$ cat config.mk
export PLATFORM = sky130hd
export DESIGN_NAME = qdrc_phy
export DESIGN_NICKNAME = d
export VERILOG_FILES = /design/src/qdrc_pkg.sv /design/src/qdrc_phy_sm.sv /design/src/qdrc_phy_bit_align.sv /design/src/qdrc_phy_burst_align.sv /design/src/qdrc_phy.sv
export SDC_FILE = /design/constraint.sdc
export NUM_CORES = 1
export LEC_CHECK = 0
export ABC_AREA = 1
export CELL_PAD_IN_SITES_DETAIL_PLACEMENT = 0
export CELL_PAD_IN_SITES_GLOBAL_PLACEMENT = 1
export CORE_AREA = 2 2 218 220
export DETAILED_ROUTE_END_ITERATION = 8
export DIE_AREA = 0 0 220 222
export DONT_BUFFER_PORTS = 1
export PLACE_DENSITY = 0.47
export SYNTH_ARGS = -nofsm -noshare
export SYNTH_HDL_FRONTEND = slang
export SYNTH_SLANG_ARGS = --single-unit
$ cat constraint.sdc
create_clock -name clk0 -period 5.6 [get_ports clk0]
set_clock_uncertainty 0.1 [all_clocks]
set_input_delay 0.56 -clock clk0 [delete_from_list [all_inputs] [get_ports clk0]]
set_output_delay 0.56 -clock clk0 [all_outputs]
set_load 0.02 [all_outputs]
$ cat src/qdrc_pkg.sv
package qdrc_pkg;

  // sram geometry.
  localparam int DATA_WIDTH = 18;  // bits per half-cycle.
  localparam int BW_WIDTH   = 2;
  localparam int ADDR_WIDTH = 21;

  // calibration limits.
  localparam int TAP_MAX         = 31;
  localparam int DLL_LOCK_CYCLES = 64;
  localparam int RD_LAT_MAX      = 8;

  // counter widths derived from the limits.
  localparam int TAP_WIDTH  = $clog2(TAP_MAX + 1);
  localparam int LAT_WIDTH  = $clog2(RD_LAT_MAX + 3);
  localparam int LOCK_WIDTH = $clog2(DLL_LOCK_CYCLES + 1);

  // calibration address and burst words.
  localparam logic [ADDR_WIDTH-1:0] CAL_ADDR = 21'h1f_fff0;
  localparam logic [DATA_WIDTH-1:0] PAT_A    = 18'h2_a5c3;
  localparam logic [DATA_WIDTH-1:0] PAT_B    = 18'h1_5a3c;

  // one cycle of pin outputs toward the sram.
  typedef struct packed {
    logic                  w_n;
    logic                  r_n;
    logic [ADDR_WIDTH-1:0] sa;
    logic [DATA_WIDTH-1:0] d_rise;
    logic [DATA_WIDTH-1:0] d_fall;
    logic [BW_WIDTH-1:0]   bw_n_rise;
    logic [BW_WIDTH-1:0]   bw_n_fall;
  } qdr_cmd_t;

  typedef struct packed {
    logic [DATA_WIDTH-1:0] rise;
    logic [DATA_WIDTH-1:0] fall;
  } qdr_q_t;

  // per-bit delay line control.
  typedef struct packed {
    logic [DATA_WIDTH-1:0] inc_dec_n;
    logic [DATA_WIDTH-1:0] en;
    logic [DATA_WIDTH-1:0] rst;
  } dly_ctrl_t;

  typedef struct packed {
    logic                    wr_strb;
    logic                    rd_strb;
    logic [ADDR_WIDTH-1:0]   addr;
    logic [2*DATA_WIDTH-1:0] wr_data;  // fall half in the upper bits.
    logic [2*BW_WIDTH-1:0]   wr_ben;   // active high.
  } phy_req_t;

  // no write, no read, all lanes masked.
  localparam qdr_cmd_t QDR_CMD_IDLE = '{w_n: 1'b1, r_n: 1'b1, sa: '0, d_rise: '0,
                                        d_fall: '0, bw_n_rise: '1, bw_n_fall: '1};

endpackage

$ cat src/qdrc_phy_sm.sv
module qdrc_phy_sm (
  input  logic clk0,
  input  logic rst_n,
  input  logic bit_align_done,
  input  logic bit_align_fail,
  input  logic burst_align_done,
  input  logic burst_align_fail,
  output logic qdr_dll_off_n,
  output logic bit_align_start,
  output logic burst_align_start,
  output logic phy_rdy,
  output logic cal_fail
);
  import qdrc_pkg::*;

  typedef enum logic [2:0] {
    S_LOCK,
    S_BIT,
    S_BURST,
    S_READY,
    S_FAILED
  } state_t;

  state_t                state;
  logic [LOCK_WIDTH-1:0] lock_cnt;  // cycles since dll enable.

  always_ff @(posedge clk0 or negedge rst_n) begin
    if (!rst_n) begin
      state             <= S_LOCK;
      lock_cnt          <= '0;
      qdr_dll_off_n     <= 1'b0;
      bit_align_start   <= 1'b0;
      burst_align_start <= 1'b0;
    end else begin
      qdr_dll_off_n     <= 1'b1;  // dll on from the first cycle.
      bit_align_start   <= 1'b0;
      burst_align_start <= 1'b0;
      case (state)
        S_LOCK: begin
          if (lock_cnt == LOCK_WIDTH'(DLL_LOCK_CYCLES)) begin
            bit_align_start <= 1'b1;
            state           <= S_BIT;
          end else begin
            lock_cnt <= lock_cnt + 1'b1;
          end
        end
        S_BIT: begin
          if (bit_align_fail) begin
            state <= S_FAILED;
          end else if (bit_align_done) begin
            burst_align_start <= 1'b1;
            state             <= S_BURST;
          end
        end
        S_BURST: begin
          if (burst_align_fail) begin
            state <= S_FAILED;
          end else if (burst_align_done) begin
            state <= S_READY;
          end
        end
        default: state <= state;  // ready and failed hold until reset.
      endcase
    end
  end

  assign phy_rdy  = (state == S_READY);
  assign cal_fail = (state == S_FAILED);

endmodule

$ cat src/qdrc_phy_bit_align.sv
module qdrc_phy_bit_align (
  input  logic                clk0,
  input  logic                rst_n,
  input  logic                bit_align_start,
  input  qdrc_pkg::qdr_q_t    qdr_q,
  output qdrc_pkg::qdr_cmd_t  cmd,
  output qdrc_pkg::dly_ctrl_t dly,
  output qdrc_pkg::qdr_q_t    q_cal,
  output logic                bit_align_done,
  output logic                bit_align_fail
);
  import qdrc_pkg::*;

  typedef enum logic [3:0] {
    S_IDLE,
    S_RST,
    S_WRITE,
    S_READ,
    S_WAIT,
    S_CHECK,
    S_STEP,
    S_DONE,
    S_FAIL
  } state_t;

  state_t                state;
  logic [LAT_WIDTH-1:0]  wait_cnt;
  logic [DATA_WIDTH-1:0] bit_ok;     // bits seen as rise 1, fall 0 this probe.
  logic [DATA_WIDTH-1:0] bit_bad;
  logic [DATA_WIDTH-1:0] step_mask;  // bits to increment.
  logic [DATA_WIDTH-1:0] tap_at_max;
  logic [TAP_WIDTH-1:0]  tap_cnt [DATA_WIDTH];

  // taps act inside the sram here, so one register stage.
  always_ff @(posedge clk0) begin
    q_cal <= qdr_q;
  end

  always_comb begin
    bit_bad = ~bit_ok;
    for (int i = 0; i < DATA_WIDTH; i++) begin
      tap_at_max[i] = (tap_cnt[i] == TAP_WIDTH'(TAP_MAX));
    end
  end

  always_ff @(posedge clk0 or negedge rst_n) begin
    if (!rst_n) begin
      state     <= S_IDLE;
      wait_cnt  <= '0;
      bit_ok    <= '0;
      step_mask <= '0;
      for (int i = 0; i < DATA_WIDTH; i++) begin
        tap_cnt[i] <= '0;
      end
    end else begin
      case (state)
        S_IDLE: if (bit_align_start) state <= S_RST;
        S_RST: begin
          for (int i = 0; i < DATA_WIDTH; i++) begin
            tap_cnt[i] <= '0;
          end
          state <= S_WRITE;
        end
        S_WRITE: state <= S_READ;
        S_READ: begin
          bit_ok   <= '0;
          wait_cnt <= '0;
          state    <= S_WAIT;
        end
        S_WAIT: begin
          // latency is unknown yet, so collect over the whole window.
          bit_ok <= bit_ok | (q_cal.rise & ~q_cal.fall);
          if (wait_cnt == LAT_WIDTH'(RD_LAT_MAX + 1)) state <= S_CHECK;
          else wait_cnt <= wait_cnt + 1'b1;
        end
        S_CHECK: begin
          step_mask <= bit_bad;
          if (bit_bad == '0) state <= S_DONE;
          else if ((bit_bad & tap_at_max) != '0) state <= S_FAIL;  // out of taps.
          else state <= S_STEP;
        end
        S_STEP: begin
          for (int i = 0; i < DATA_WIDTH; i++) begin
            if (step_mask[i]) tap_cnt[i] <= tap_cnt[i] + 1'b1;
          end
          state <= S_WRITE;  // next probe.
        end
        default: state <= state;
      endcase
    end
  end

  // rise all ones, fall all zeros at the calibration address.
  always_comb begin
    cmd        = QDR_CMD_IDLE;
    cmd.sa     = CAL_ADDR;
    cmd.d_rise = '1;
    cmd.d_fall = '0;
    if (state == S_WRITE) begin
      cmd.w_n       = 1'b0;
      cmd.bw_n_rise = '0;
      cmd.bw_n_fall = '0;
    end
    if (state == S_READ) cmd.r_n = 1'b0;
  end

  assign dly = '{inc_dec_n: '1,
                 en:        (state == S_STEP) ? step_mask : '0,
                 rst:       {DATA_WIDTH{state == S_RST}}};

  assign bit_align_done = (state == S_DONE);
  assign bit_align_fail = (state == S_FAIL);

endmodule

$ cat src/qdrc_phy_burst_align.sv
module qdrc_phy_burst_align (
  input  logic               clk0,
  input  logic               rst_n,
  input  logic               burst_align_start,
  input  qdrc_pkg::qdr_q_t   q_cal,
  input  logic               user_rd_strb,
  output qdrc_pkg::qdr_cmd_t cmd,
  output qdrc_pkg::qdr_q_t   rd_q,
  output logic               rd_valid,
  output logic               burst_align_done,
  output logic               burst_align_fail
);
  import qdrc_pkg::*;

  typedef enum logic [2:0] {
    S_IDLE,
    S_WRITE,
    S_READ,
    S_WAIT,
    S_DONE,
    S_FAIL
  } state_t;

  state_t               state;
  logic [LAT_WIDTH-1:0] lat_cnt;  // cycles since the read left the pins.
  logic [LAT_WIDTH-1:0] rd_dly;   // user strobe to rd_valid.
  logic                 shift;    // word split across two cycles.
  logic [RD_LAT_MAX:0]  strb_sr;
  qdr_q_t               q_prev;
  logic                 hit_aligned;
  logic                 hit_shifted;

  always_ff @(posedge clk0) begin
    q_prev <= q_cal;
  end

  assign hit_aligned = (q_cal.rise == PAT_A) && (q_cal.fall == PAT_B);
  assign hit_shifted = (q_prev.fall == PAT_A) && (q_cal.rise == PAT_B);

  always_ff @(posedge clk0 or negedge rst_n) begin
    if (!rst_n) begin
      state   <= S_IDLE;
      lat_cnt <= '0;
      rd_dly  <= LAT_WIDTH'(1);
      shift   <= 1'b0;
      strb_sr <= '0;
    end else begin
      strb_sr <= {strb_sr[RD_LAT_MAX-1:0], user_rd_strb};
      case (state)
        S_IDLE:  if (burst_align_start) state <= S_WRITE;
        S_WRITE: state <= S_READ;
        S_READ: begin
          lat_cnt <= LAT_WIDTH'(1);
          state   <= S_WAIT;
        end
        S_WAIT: begin
          if (hit_aligned) begin
            // output stage adds one cycle.
            rd_dly <= lat_cnt + 1'b1;
            shift  <= 1'b0;
            state  <= S_DONE;
          end else if (hit_shifted) begin
            rd_dly <= lat_cnt;  // pairing is ready at once.
            shift  <= 1'b1;
            state  <= S_DONE;
          end else if (lat_cnt == LAT_WIDTH'(RD_LAT_MAX)) begin
            state <= S_FAIL;
          end else begin
            lat_cnt <= lat_cnt + 1'b1;
          end
        end
        default: state <= state;
      endcase
    end
  end

  // shifted words pair the previous fall with the current rise.
  always_comb begin
    if (shift) begin
      rd_q.rise = q_prev.fall;
      rd_q.fall = q_cal.rise;
    end else begin
      rd_q = q_prev;
    end
  end

  assign rd_valid = (state == S_DONE) && strb_sr[rd_dly - 1'b1];

  always_comb begin
    cmd        = QDR_CMD_IDLE;
    cmd.sa     = CAL_ADDR;
    cmd.d_rise = PAT_A;
    cmd.d_fall = PAT_B;
    if (state == S_WRITE) begin
      cmd.w_n       = 1'b0;
      cmd.bw_n_rise = '0;
      cmd.bw_n_fall = '0;
    end
    if (state == S_READ) cmd.r_n = 1'b0;
  end

  assign burst_align_done = (state == S_DONE);
  assign burst_align_fail = (state == S_FAIL);

endmodule

$ cat src/qdrc_phy.sv
module qdrc_phy (
  input  logic                                clk0,
  input  logic                                rst_n,
  input  qdrc_pkg::phy_req_t                  phy_req,
  output logic [2*qdrc_pkg::DATA_WIDTH-1:0]   phy_rd_data,
  output logic                                phy_rd_valid,
  output logic                                phy_rdy,
  output logic                                cal_fail,
  output qdrc_pkg::qdr_cmd_t                  qdr_out,
  input  qdrc_pkg::qdr_q_t                    qdr_q,
  output logic                                qdr_dll_off_n,
  output qdrc_pkg::dly_ctrl_t                 dly
);
  import qdrc_pkg::*;

  logic     bit_align_start;
  logic     bit_align_done;
  logic     bit_align_fail;
  logic     burst_align_start;
  logic     burst_align_done;
  logic     burst_align_fail;
  logic     user_sel;      // user path owns the pins.
  logic     user_rd_strb;
  qdr_cmd_t bit_cmd;
  qdr_cmd_t burst_cmd;
  qdr_cmd_t user_cmd;
  qdr_q_t   q_cal;
  qdr_q_t   rd_q;

  qdrc_phy_sm u_sm (
    .clk0              (clk0),
    .rst_n             (rst_n),
    .bit_align_done    (bit_align_done),
    .bit_align_fail    (bit_align_fail),
    .burst_align_done  (burst_align_done),
    .burst_align_fail  (burst_align_fail),
    .qdr_dll_off_n     (qdr_dll_off_n),
    .bit_align_start   (bit_align_start),
    .burst_align_start (burst_align_start),
    .phy_rdy           (phy_rdy),
    .cal_fail          (cal_fail)
  );

  qdrc_phy_bit_align u_bit_align (
    .clk0            (clk0),
    .rst_n           (rst_n),
    .bit_align_start (bit_align_start),
    .qdr_q           (qdr_q),
    .cmd             (bit_cmd),
    .dly             (dly),
    .q_cal           (q_cal),
    .bit_align_done  (bit_align_done),
    .bit_align_fail  (bit_align_fail)
  );

  qdrc_phy_burst_align u_burst_align (
    .clk0              (clk0),
    .rst_n             (rst_n),
    .burst_align_start (burst_align_start),
    .q_cal             (q_cal),
    .user_rd_strb      (user_rd_strb),
    .cmd               (burst_cmd),
    .rd_q              (rd_q),
    .rd_valid          (phy_rd_valid),
    .burst_align_done  (burst_align_done),
    .burst_align_fail  (burst_align_fail)
  );

  assign user_sel     = bit_align_done & burst_align_done & ~cal_fail;
  assign user_rd_strb = user_sel & phy_req.rd_strb;  // only reads that reach the pins.

  // strobes and byte enables are active low on the pins.
  assign user_cmd = '{w_n:       ~phy_req.wr_strb,
                      r_n:       ~phy_req.rd_strb,
                      sa:        phy_req.addr,
                      d_rise:    phy_req.wr_data[DATA_WIDTH-1:0],
                      d_fall:    phy_req.wr_data[2*DATA_WIDTH-1:DATA_WIDTH],
                      bw_n_rise: ~phy_req.wr_ben[BW_WIDTH-1:0],
                      bw_n_fall: ~phy_req.wr_ben[2*BW_WIDTH-1:BW_WIDTH]};

  // pin owner follows the done levels.
  always_comb begin
    if (cal_fail) qdr_out = QDR_CMD_IDLE;
    else if (!bit_align_done) qdr_out = bit_cmd;
    else if (!burst_align_done) qdr_out = burst_cmd;
    else qdr_out = user_cmd;
  end

  assign phy_rd_data = {rd_q.fall, rd_q.rise};

endmodule

; ---- After elaboration in Yosys (flattened, before gate mapping)
; Cells that the tools add are included.
[word_totals]
elab_cells = 249
out_inout_bits = 157
in_bits = 101
regBits = 240
[classes]
order_cmp = 1
addsub = 22
n_mux = 64
n_reduce_logical = 41
bitwise = 14
eq_ne = 71
[op_table]
columns = op, count
row1 = $mux 63, 3
row2 = $pmux 90 s2, 1
row3 = $add 5x1->5 const B, 18
row4 = $eq 5x5->1 const B, 18
row5 = $mux 5, 18
row6 = $mux 4, 12
row7 = $reduce_and 2->1, 21
row8 = $ne 2x1->1 const B, 20
row9 = $and 18x18->18, 2
row10 = $eq 18x17->1 const B, 2
row11 = $eq 18x18->1 const B, 2
row12 = $mux 36, 1
row13 = $not 18->18, 2
row14 = $pmux 18 s2, 1
row15 = $mux 3, 9
row16 = $pmux 4 s6, 1
row17 = $logic_not 18->1, 1
row18 = $mux 18, 1
row19 = $or 18x18->18, 1
row20 = $reduce_bool 18->1, 1
row21 = $eq 4x3->1 const B, 4
row22 = $pmux 4 s2, 2
row23 = $eq 3x2->1 const B, 4
row24 = $eq 4x4->1 const B, 3
row25 = 29 further kinds, 65

; ---- Depth between registers and ports, before layout
; Gate-level depths: netlist (run 1).
[depth]
depth_word = 6
depth_mapped = 13
ltp_nobuf = 13

; ---- Modules after synthesis
; From an unflattened synthesis (run 1), not the netlist that was laid out.
[hier_totals]
cells_unflattened = 1881
hier_area_um2 = 13883.3
[by_module_without_submodules]
columns = mod, cells_per_inst, seq_area_each_um2, n_inst, area_per_inst_um2
row1 = qdrc_phy_bit_align, 861, 4073.9, 1, 7976.4
row2 = qdrc_phy_burst_align, 456, 1247.4, 1, 3259.4
row3 = qdrc_phy, 467, 0.0, 1, 1906.8
row4 = qdrc_phy_sm, 97, 325.3, 1, 740.7

; ---- Worst setup path before layout (run 1)
; OpenSTA, ideal clock, no wires.
[synth_path]
kind = flip-flop to output port
startpoint = reg u_burst_align.rd_dly[0]
endpoint = out phy_rd_valid
arrival_ps = 1791
path_stages_with_launch = 11
slack_ps = 3149
n_path_buf = 1
t_required_ps = 4940
path_cell_list = dfstp_2 > clkbuf_1 > inv_1 > ha_1 > inv_1 > nand2_1 > a21oi_1 > o21bai_1 > a21oi_1 > nand3b_1 > inv_1
[synth_between]
elab_chain_len = 4
[synth_lines]
columns = element, line_no
row1 = "start, declared", qdrc_phy_burst_align.sv:26  ; logic [LAT_WIDTH-1:0] rd_dly;
row2 = "start signal, assigned", qdrc_phy_burst_align.sv:59  ; rd_dly <= lat_cnt + 1'b1;
row3 = "start signal, assigned", qdrc_phy_burst_align.sv:63  ; rd_dly <= lat_cnt;
row4 = $sub 4x1->4, qdrc_phy_burst_align.sv:87  ; assign rd_valid = (state == S_DONE) && strb_sr[rd_dly - 1'b1];
row5 = $bmux 1 s4, qdrc_phy_burst_align.sv:87
row6 = $mux 1 (implied by the code), qdrc_phy_burst_align.sv:87
row7 = $logic_and 1x1->1, qdrc_phy_burst_align.sv:87
row8 = "end, declared", qdrc_phy.sv:6  ; output logic phy_rd_valid,
; Every way passes these cells. The select of a mux whose other input is x is not followed.

==> results of run 1 <==
==> stage by stage <==
| stage | hold WS (ns) | setup WS, ns |
|---|---|---|
| after floorplan | 0.164 | 3.15 |
| after global placement | 0.177 | 2.80 |
| after detailed placement | 0.179 | 2.78 |
| after CTS | 0.279 | 2.13 |
| after global routing | 0.285 | 1.86 |
| final | 0.270 | 2.15 |
==> critical path, stage by stage, from the launching register on <==
cell	delay (ns)
dfrtp_1	0.46
nand2_1	0.10
inv_1	0.08
nand2_1	0.19
inv_1	0.35
o21ai_0	0.16
a31oi_1	0.43
o21ai_0	0.43
==> synthesized netlist by cell type (20+ instances only) <==
master,number,area (µm²)
o21ai_0,93,465
inv_1,182,683
buf_4,36,270
nand3_1,69,345
a21oi_1,65,325
nor2_1,244,916
nor3_1,59,295
a22o_1,36,315
ha_1,43,538
dfxtp_1,72,1440
nand4_1,21,131
nand2_1,256,961
dfrtp_1,167,4180
clkbuf_1,20,75.1
==> what timing repair did <==
action                                 in CTS  in global routing
hold buffers                               39                  0
buffers inserted                            0                  0
endpoints found under the hold margin     205                  0
==> power groups by stage <==
stage / registers (mW) / clock network (mW) / logic, mW
after floorplan: 1.81 / 0 / 0.0719
after global placement: 1.83 / 0 / 0.0752
after detailed placement: 1.82 / 0 / 0.0750
after CTS: 1.79 / 2.05 / 0.127
after global routing: 1.79 / 2.12 / 0.138
final: 1.79 / 1.97 / 0.122
==> worst min-delay path by stage <==
stage                                        start                        to  cells after the start
after floorplan                              rst_n     u_bit_align.bit_ok[0]                      0
after global placement                       rst_n   u_bit_align.tap_cnt[78]                      0
after detailed placement                     rst_n   u_bit_align.tap_cnt[78]                      0
after CTS                 u_burst_align.strb_sr[4]  u_burst_align.strb_sr[5]                      0
after global routing      u_burst_align.strb_sr[4]  u_burst_align.strb_sr[5]                      0
final                     u_burst_align.strb_sr[4]  u_burst_align.strb_sr[5]                      0
==> area by class of cell <==
| type | count | area, µm² | area share, % |
|---|---|---|---|
| Timing Repair Buffer | 47 | 480 | 3.59 |
| Inverter | 201 | 754 | 5.64 |
| Tap cell | 607 | 759 | 5.67 |
| Clock buffer | 42 | 867 | 6.48 |
| Multi-Input combinational cell | 956 | 4740 | 35.4 |
| Clock inverter | 13 | 139 | 1.04 |
| Sequential cell | 240 | 5650 | 42.2 |
==> kinds of logic (layout without fill, tap and decap cells) <==
group           Yosys count  count (layout)  share of synthesized area (%)
buf+inv                 268             303                           10.1
simple gates            674             674                           24.5
xor+xnor                 12              12                          0.916
fa+ha+maj                43              43                           4.69
flops                   240             240                           49.2
compound gates          208             208                           10.5
other cells               1              19                         0.0327
==> routing by layer <==
| layer | up-vias | global-route usage (%) | share of wire (%) |
|---|---|---|---|
| met3 | 36 | 2.54 | 4.2 |
| met4 | 0 | 2.45 | 1.5 |
| met5 | - | 0 | 0 |
| met2 | 168 | 23.3 | 47 |
| met1 | 4275 | 19.1 | 47 |
| li1 | 4668 | - | - |
==> sequential cells by signal, indices dropped and copies added, names as in the netlist <==
register                cells
u_bit_align.tap_cnt        90
u_bit_align.q_cal          36
u_burst_align.q_prev       36
u_bit_align.bit_ok         18
u_bit_align.step_mask      18
u_burst_align.strb_sr       9
u_sm.lock_cnt               7
u_bit_align.state           4
u_bit_align.wait_cnt        4
u_burst_align.lat_cnt       4
u_burst_align.rd_dly        4
u_burst_align.state         3
u_sm.state                  3
u_burst_align.shift         1
u_sm.bit_align_start        1
u_sm.burst_align_start      1
u_sm.qdr_dll_off_n          1
==> cells in the final DEF, fill, tap and decap left out, types with 36 or more instances in the layout <==
cell type | Yosys | final
nand2_1 | 256 | 256
nor2_1 | 244 | 244
inv_1 | 182 | 182
dfrtp_1 | 167 | 167
o21ai_0 | 93 | 93
dfxtp_1 | 72 | 72
nand3_1 | 69 | 69
a21oi_1 | 65 | 65
nor3_1 | 59 | 59
ha_1 | 43 | 43
dlygate4sd3_1 | 0 | 38
a22o_1 | 36 | 36
==> results.yml, run 1 <==
synth:
  syn_area_mm2: 0.0115
  synthCells: 1446
  yosysWarningCount: 0
  synth_edf_count: 0
  seq_area_frac_synth_pct: 49.2
  ys.flop_type: "dfrtp_1"
  synth-seq-cells: 240
  synth_area_per_cell_um2: 7.93
  yosysUniqueCellTypes: 35
  async_flop_share_pct: 70.0
routing:
  wl_per_cell_um: 16.2
  ant_nets: 0
  via_count: 9147
  avgViaCountPerCell: 4.34
  dr.pass1.iters: 5
  initialDrtViolationCount: 400
  drc: 0
  drt-total-wl_um: 34000
final_layout:
  final_util_pct: 28.9
  nFillCells: 5029
  areaGrowthSynthToFinish_pct: 16.7
  fin_cells: 2106
  fin_nets: 1620
  fin_area_mm2: 0.0134
  diodes: 0
  post_route_cells_drive_above_1_share_pct: 6.34
pwr:
  leakage_nw: 6.41
  p_sw_share_pct: 23.7
  p_int_mw: 2.96
  p_sw_mw: 0.920
  peakVddDrop_uv: 259
  power.density_mw_per_mm2: 290
  combPwrFrac_pct: 3.2
  pwr-share-clk_pct: 50.7
  pwr-share-seq_pct: 46.1
  power.total_mw: 3.88
critical_path:
  setup.worst_path.class: "flip-flop to output port"
  critPathArrivalTime_ns: 2.79
  worstReg2RegEnd: "u_bit_align.tap_cnt[24]"
  cp-startpoint: "u_bit_align.state[1]"
  reg2regPathDepth: 8
  rrSetupSlack_ns: 2.90
  end_kind: "output port"
  reg2reg_from: "u_bit_align.state[2]"
  worstPathMaxFanout: 12
  endpoint: "qdr_out[0]"
  required_ns: 4.94
  critPathLaunchType: "flip-flop"
grt:
  antenna_found_initial: 0
  overflow: 0
  grt_pass1_vias: 9179
  grt_usage_pct: 14.0
  grt_max_degree: 169
  grt_first_pass_wirelength_um: 53800
placement:
  port_buffers: 0
  routabilityCongestion: 0.759
  place_inst: 2012
  dp_hpwl_um: 24800
  placed_area_mm2: 0.0120
clock_tree:
  cts_htree_levels: 1
  cts_root_buf: "clkbuf_16"
  clockBufferDepth: 3
  tritoncts: "built"
  cts_sinks: 240
  clkTransAtPathRegs_ns: 0.06
  cts-resized-gates: 0
  insertion_delay_ns: 0.58
  numCtsBuffers: 30
timing:
  tightest_slew_ns: 1.00
  finalSetupViolCount: 0
  post-route-min-period_ns: 3.45
  rsz0062_at_grt: "no"
  min_period_over_period_pct: 61.6
  tns_ns: 0
  slew_headroom_pct: 33.1
  clock.fmax_mhz: 290
  slew_violations: 0
  hold_violations: 0
floorplanning:
  core_mm2: 0.0463
  die_y_um: 222
  dieArea_mm2: 0.0488
  row_count: 79
  die_w_um: 220
  ios: 258
  start_util_pct: 24.8
min_path:
  hold_class: "flip-flop to flip-flop"
flow_run:
  maxCapViolCount: 0
status:
  status: "finished, final reports clean"
Power figures use the tool's default switching activity.
==> run 2: changes to the inputs <==
- PLACE_DENSITY: 0.47 -> 0.48
- clock period: 5.6 -> 3.05 ns (I/O delays scaled with it)
==> run 2 against run 1 <==
The flow now finishes with violations (negative hold slack). Total power rose by 82%. Register-to-register slack got worse by 2.0 ns. Non-clock buffer count grew 24. Critical endpoint is now qdr_out[1]. Largest cell class unchanged.
==> results.yml, run 2 (synthesized netlist as in run 1, its figures left out) <==
status:
  status: "finished, violations left"
  violations: "negative hold slack"
final_layout:
  areaGrowthSynthToFinish_pct: 18.5
  fin_nets: 1644
  largest_register_ffs: 90
  final_cell_mix: "256 x nand2_1, 243 x nor2_1, 180 x inv_1, 167 x dfrtp_1, 87 x o21ai_0"
  fin_area_mm2: 0.0136
  largestRegisters: "u_bit_align.tap_cnt x90, u_bit_align.q_cal x36, u_burst_align.q_prev x36"
  post_route_cells_drive_above_1_share_pct: 8.34
  fin_cells: 2129
  diodes: 0
  final_common_cell: "nand2_1"
  top_register: "u_bit_align.tap_cnt"
critical_path:
  end_kind: "output port"
  worstPathMaxFanout: 16
  reg2regPathDepth: 8
  critPathArrivalTime_ns: 2.41
  setup.worst_path.class: "flip-flop to output port"
  rrSetupSlack_ns: 0.93
  reg2reg_from: "u_bit_align.state[0]"
  worstReg2RegEnd: "u_bit_align.state[0]"
  critPathLaunchType: "flip-flop"
  endpoint: "qdr_out[1]"
  cp-startpoint: "u_bit_align.state[1]"
  required_ns: 2.64
timing:
  tns_ns: 0
  clock.fmax_mhz: 355
  slew_headroom_pct: 45.4
  post-route-min-period_ns: 2.81
  slew_violations: 0
  min_period_over_period_pct: 92.2
  finalSetupViolCount: 0
  tightest_slew_ns: 0.810
  rsz0062_at_grt: "no"
  hold_violations: 168
  whs_ns: -0.646
grt:
  antenna_found_initial: 0
  grt_usage_pct: 14.0
  grt_first_pass_wirelength_um: 54100
  grt_pass1_vias: 9401
  grt_max_degree: 169
  overflow: 0
routing:
  ant_nets: 0
  wl_per_cell_um: 16.1
  drt-total-wl_um: 34400
  via_count: 9246
  dr.pass1.iters: 5
  avgViaCountPerCell: 4.34
  drc: 0
  initialDrtViolationCount: 500
clock_tree:
  numCtsBuffers: 29
  cts_root_buf: "clkbuf_16"
  clockBufferDepth: 3
  hold_buffers: 37
  clkTransAtPathRegs_ns: 0.06
  cts_htree_levels: 1
  cts_sinks: 240
  insertion_delay_ns: 0.57
  tritoncts: "built"
placement:
  routabilityCongestion: 0.753
  port_buffers: 0
  placed_area_mm2: 0.0122
  dp_hpwl_um: 25100
  place_inst: 2037
floorplanning:
  die_y_um: 222
  row_count: 79
  core_mm2: 0.0463
  dieArea_mm2: 0.0488
  die_w_um: 220
  ios: 258
  start_util_pct: 24.8
pwr:
  peakVddDrop_uv: 473
  pwr-share-seq_pct: 46.5
  p_sw_share_pct: 23.2
  power.density_mw_per_mm2: 520
  pwr-share-clk_pct: 50.8
  p_sw_mw: 1.64
  p_int_mw: 5.43
  combPwrFrac_pct: 2.7
  leakage_nw: 6.49
  power.total_mw: 7.07
flow_run:
  maxCapViolCount: 0
min_path:
  hold_class: "input pin to asynchronous set/reset pin"
## run 2: per-layer routing
layer  part of all wire (%)  GRT usage [%]
met5                      0              0
met4                    1.9           2.55
met3                    4.0           2.65
met2                     46           23.0
met1                     48           19.3
## run 2: area by class of cell
type                            count  area (µm²)
Sequential cell                   240        5650
Tap cell                          607         759
Clock inverter                     15         175
Timing Repair inverter              1        7.51
Multi-Input combinational cell    956        4770
Timing Repair Buffer               71         663
Inverter                          201         762
Clock buffer                       38         810
Fill cell                        5058       32700
## run 2: metrics by stage
step,utilization [%],hold slack [ns],setup WS (ns)
after floorplan,-,-0.0906,0.854
after global placement,26.3,-0.0746,0.471
after detailed placement,26.3,-0.0746,0.376
after CTS,29.3,-0.684,-0.0138
after global routing,29.4,-0.683,0.0283
final,29.4,-0.646,0.237
## run 2: how the worst min path moves through the flow
stage | from | end
floorplan | rst_n | u_bit_align.bit_ok[0]
global placement | rst_n | u_bit_align.tap_cnt[75]
detailed placement | rst_n | u_bit_align.tap_cnt[84]
CTS | rst_n | u_bit_align.wait_cnt[3]
global route | rst_n | u_bit_align.tap_cnt[75]
finish | rst_n | u_bit_align.tap_cnt[75]
## run 2: critical path: stages (launching register included)
cell        delay [ns]
dfrtp_1           0.46
nand2_1           0.11
inv_1             0.08
nand2_1           0.16
nor2_2            0.33
clkinvlp_4        0.13
buf_4             0.21
o21ai_1           0.37
## run 2: what timing repair did
action                                  CTS  global route
resized for setup                         3            11
endpoints found under the setup margin    5            31
gates cloned                              0             1
hold endpoints to repair                205           168
buffers inserted                          0             1
## run 2: power groups by stage
stage	logic [mW]	clock network, mW	registers [mW]
after floorplan	0.132	0	3.31
after global placement	0.156	0	3.35
after detailed placement	0.156	0	3.35
after CTS	0.195	3.73	3.29
after global routing	0.214	3.85	3.29
final	0.193	3.59	3.29
==> run 3: changes to the inputs <==
- REMOVE_ABC_BUFFERS: unset -> 1
- SKIP_LAST_GASP: unset -> 1
==> run 3 against run 2 <==
The run still ends with negative hold slack left. Via count rose by 0.28%. Fmax shrank 3.2%. Worst setup slack lost 0.094 ns. Sequential share of layout area rose by 0.22 points. Critical path depth is 2 higher. Largest power group unchanged.
==> results.yml, run 3 (synthesized netlist as in run 1, its figures left out) <==
pwr:
  power.density_mw_per_mm2: 502
  p_sw_share_pct: 23.2
  combPwrFrac_pct: 3.1
  peakVddDrop_uv: 345
  pwr-share-clk_pct: 48.6
  leakage_nw: 6.49
  p_int_mw: 5.21
  p_sw_mw: 1.58
  pwr-share-seq_pct: 48.3
  power.total_mw: 6.79
critical_path:
  required_ns: 2.64
  worstPathMaxFanout: 12
  end_kind: "output port"
  rrSetupSlack_ns: 1.01
  critPathLaunchType: "flip-flop"
  setup.worst_path.class: "flip-flop to output port"
  reg2regPathDepth: 9
  worstReg2RegEnd: "u_bit_align.tap_cnt[9]"
  critPathArrivalTime_ns: 2.50
  reg2reg_from: "u_bit_align.state[1]"
min_path:
  hold_class: "input pin to asynchronous set/reset pin"
grt:
  antenna_found_initial: 0
  grt_pass1_vias: 9258
  grt_first_pass_wirelength_um: 54600
  grt_max_degree: 169
  grt_usage_pct: 14.2
  overflow: 0
final_layout:
  final_cell_mix: "255 x nand2_1, 244 x nor2_1, 182 x inv_1, 167 x dfrtp_1, 93 x o21ai_0"
  nFillCells: 5057
  fin_nets: 1651
  fin_area_mm2: 0.0135
  final_common_cell: "nand2_1"
  largest_register_ffs: 90
  diodes: 0
  areaGrowthSynthToFinish_pct: 17.8
  post_route_cells_drive_above_1_share_pct: 7.72
  top_register: "u_bit_align.tap_cnt"
  largestRegisters: "u_bit_align.tap_cnt x90, u_bit_align.q_cal x36, u_burst_align.q_prev x36"
clock_tree:
  insertion_delay_ns: 0.56
  clockBufferDepth: 3
  numCtsBuffers: 29
  cts_htree_levels: 1
  cts_sinks: 240
  post-cts-setup-buffers: 0
  clkTransAtPathRegs_ns: 0.06
  cts_root_buf: "clkbuf_16"
  tritoncts: "built"
  hold_buffers: 37
flow_run:
  maxCapViolCount: 0
floorplanning:
  die_y_um: 222
  dieArea_mm2: 0.0488
  start_util_pct: 24.8
  die_w_um: 220
  ios: 258
  core_mm2: 0.0463
  row_count: 79
routing:
  initialDrtViolationCount: 599
  avgViaCountPerCell: 4.34
  ant_nets: 0
  drc: 0
  wl_per_cell_um: 16.3
  via_count: 9272
  drt-total-wl_um: 34800
  dr.pass1.iters: 5
timing:
  hold_violations: 168
  clock.fmax_mhz: 344
  post-route-min-period_ns: 2.91
  tns_ns: 0
  tightest_slew_ns: 0.801
  whs_ns: -0.647
  min_period_over_period_pct: 95.3
  slew_violations: 0
  rsz0062_at_grt: "no"
  slew_headroom_pct: 46.0
  setup_ws_ns: 0.142
  finalSetupViolCount: 0
placement:
  dp_hpwl_um: 25800
  dpl_worst_slack_ns: 0.723
  placed_area_mm2: 0.0123
  port_buffers: 0
  routabilityCongestion: 0.776
status:
  violations: "negative hold slack"
  status: "finished, violations left"
-- run 3: changes by cell type in the layout (fill, tap and decap cells not counted), moves of 2 or more --
cell / before / now
clkinvlp_4: 4 / 0
clkbuf_1: 4 / 15
inv_1: 180 / 182
bufinv_16: 3 / 0
o21ai_2: 2 / 0
clkinv_4: 3 / 1
o21ai_1: 5 / 1
buf_4: 31 / 39
clkinv_2: 5 / 2
o21ai_0: 87 / 93
-- run 3: routing by layer --
metal	share of wire [%]	vias up	global-route usage [%]
li1	-	4714	-
met1	48	4308	20.0
met2	46	214	23.1
met3	4.3	36	2.61
met4	1.6	0	2.14
met5	0	-	0
-- run 3: worst max-delay path, stage by stage (launching register included) --
cell	delay (ns)
dfrtp_1	0.47
nand2_1	0.12
inv_1	0.09
nand2_1	0.14
inv_1	0.09
buf_4	0.19
o21ai_0	0.10
a31oi_1	0.35
o21ai_0	0.20
buf_4	0.20
-- run 3: timing repair --
action | CTS | global route
endpoints found under the setup margin | 0 | 1
hold endpoints to repair | 205 | 168
gates resized for setup | 0 | 1
-- run 3: area by class of cell --
| class | count | area [µm²] | share of cell area [%] |
|---|---|---|---|
| Sequential cell | 240 | 5650 | 41.8 |
| Multi-Input combinational cell | 956 | 4740 | 35.1 |
| Clock buffer | 49 | 862 | 6.38 |
| Tap cell | 607 | 759 | 5.62 |
| Inverter | 201 | 754 | 5.58 |
| Timing Repair Buffer | 79 | 723 | 5.35 |
| Clock inverter | 4 | 27.5 | 0.204 |
-- run 3: through the flow --
step | util, % | instances
floorplan | - | 1397
global placement | 26.5 | 2046
detailed placement | 26.5 | 2046
CTS | 29.2 | 2136
global route | 29.2 | 2136
finish | 29.2 | 2136
-- run 3: worst max-delay path by stage --
stage / from / endpoint / cells past startpoint
2_1_floorplan: u_bit_align.state[2] / u_bit_align.tap_cnt[26] / 7
3_3_place_gp: u_bit_align.state[1] / qdr_out[62] / 9
3_5_place_dp: u_burst_align.state[0] / qdr_out[61] / 7
4_1_cts: u_burst_align.state[0] / qdr_out[61] / 7
5_1_grt: u_bit_align.state[1] / qdr_out[62] / 9
6_report: u_bit_align.state[1] / qdr_out[62] / 9
-- run 3: power by group through the flow --
stage | Clock (mW) | Combinational (mW) | Sequential, mW
after floorplan | 0 | 0.114 | 3.31
after global placement | 0 | 0.172 | 3.34
after detailed placement | 0 | 0.171 | 3.34
after CTS | 3.44 | 0.210 | 3.28
after global routing | 3.57 | 0.230 | 3.29
final | 3.30 | 0.208 | 3.28
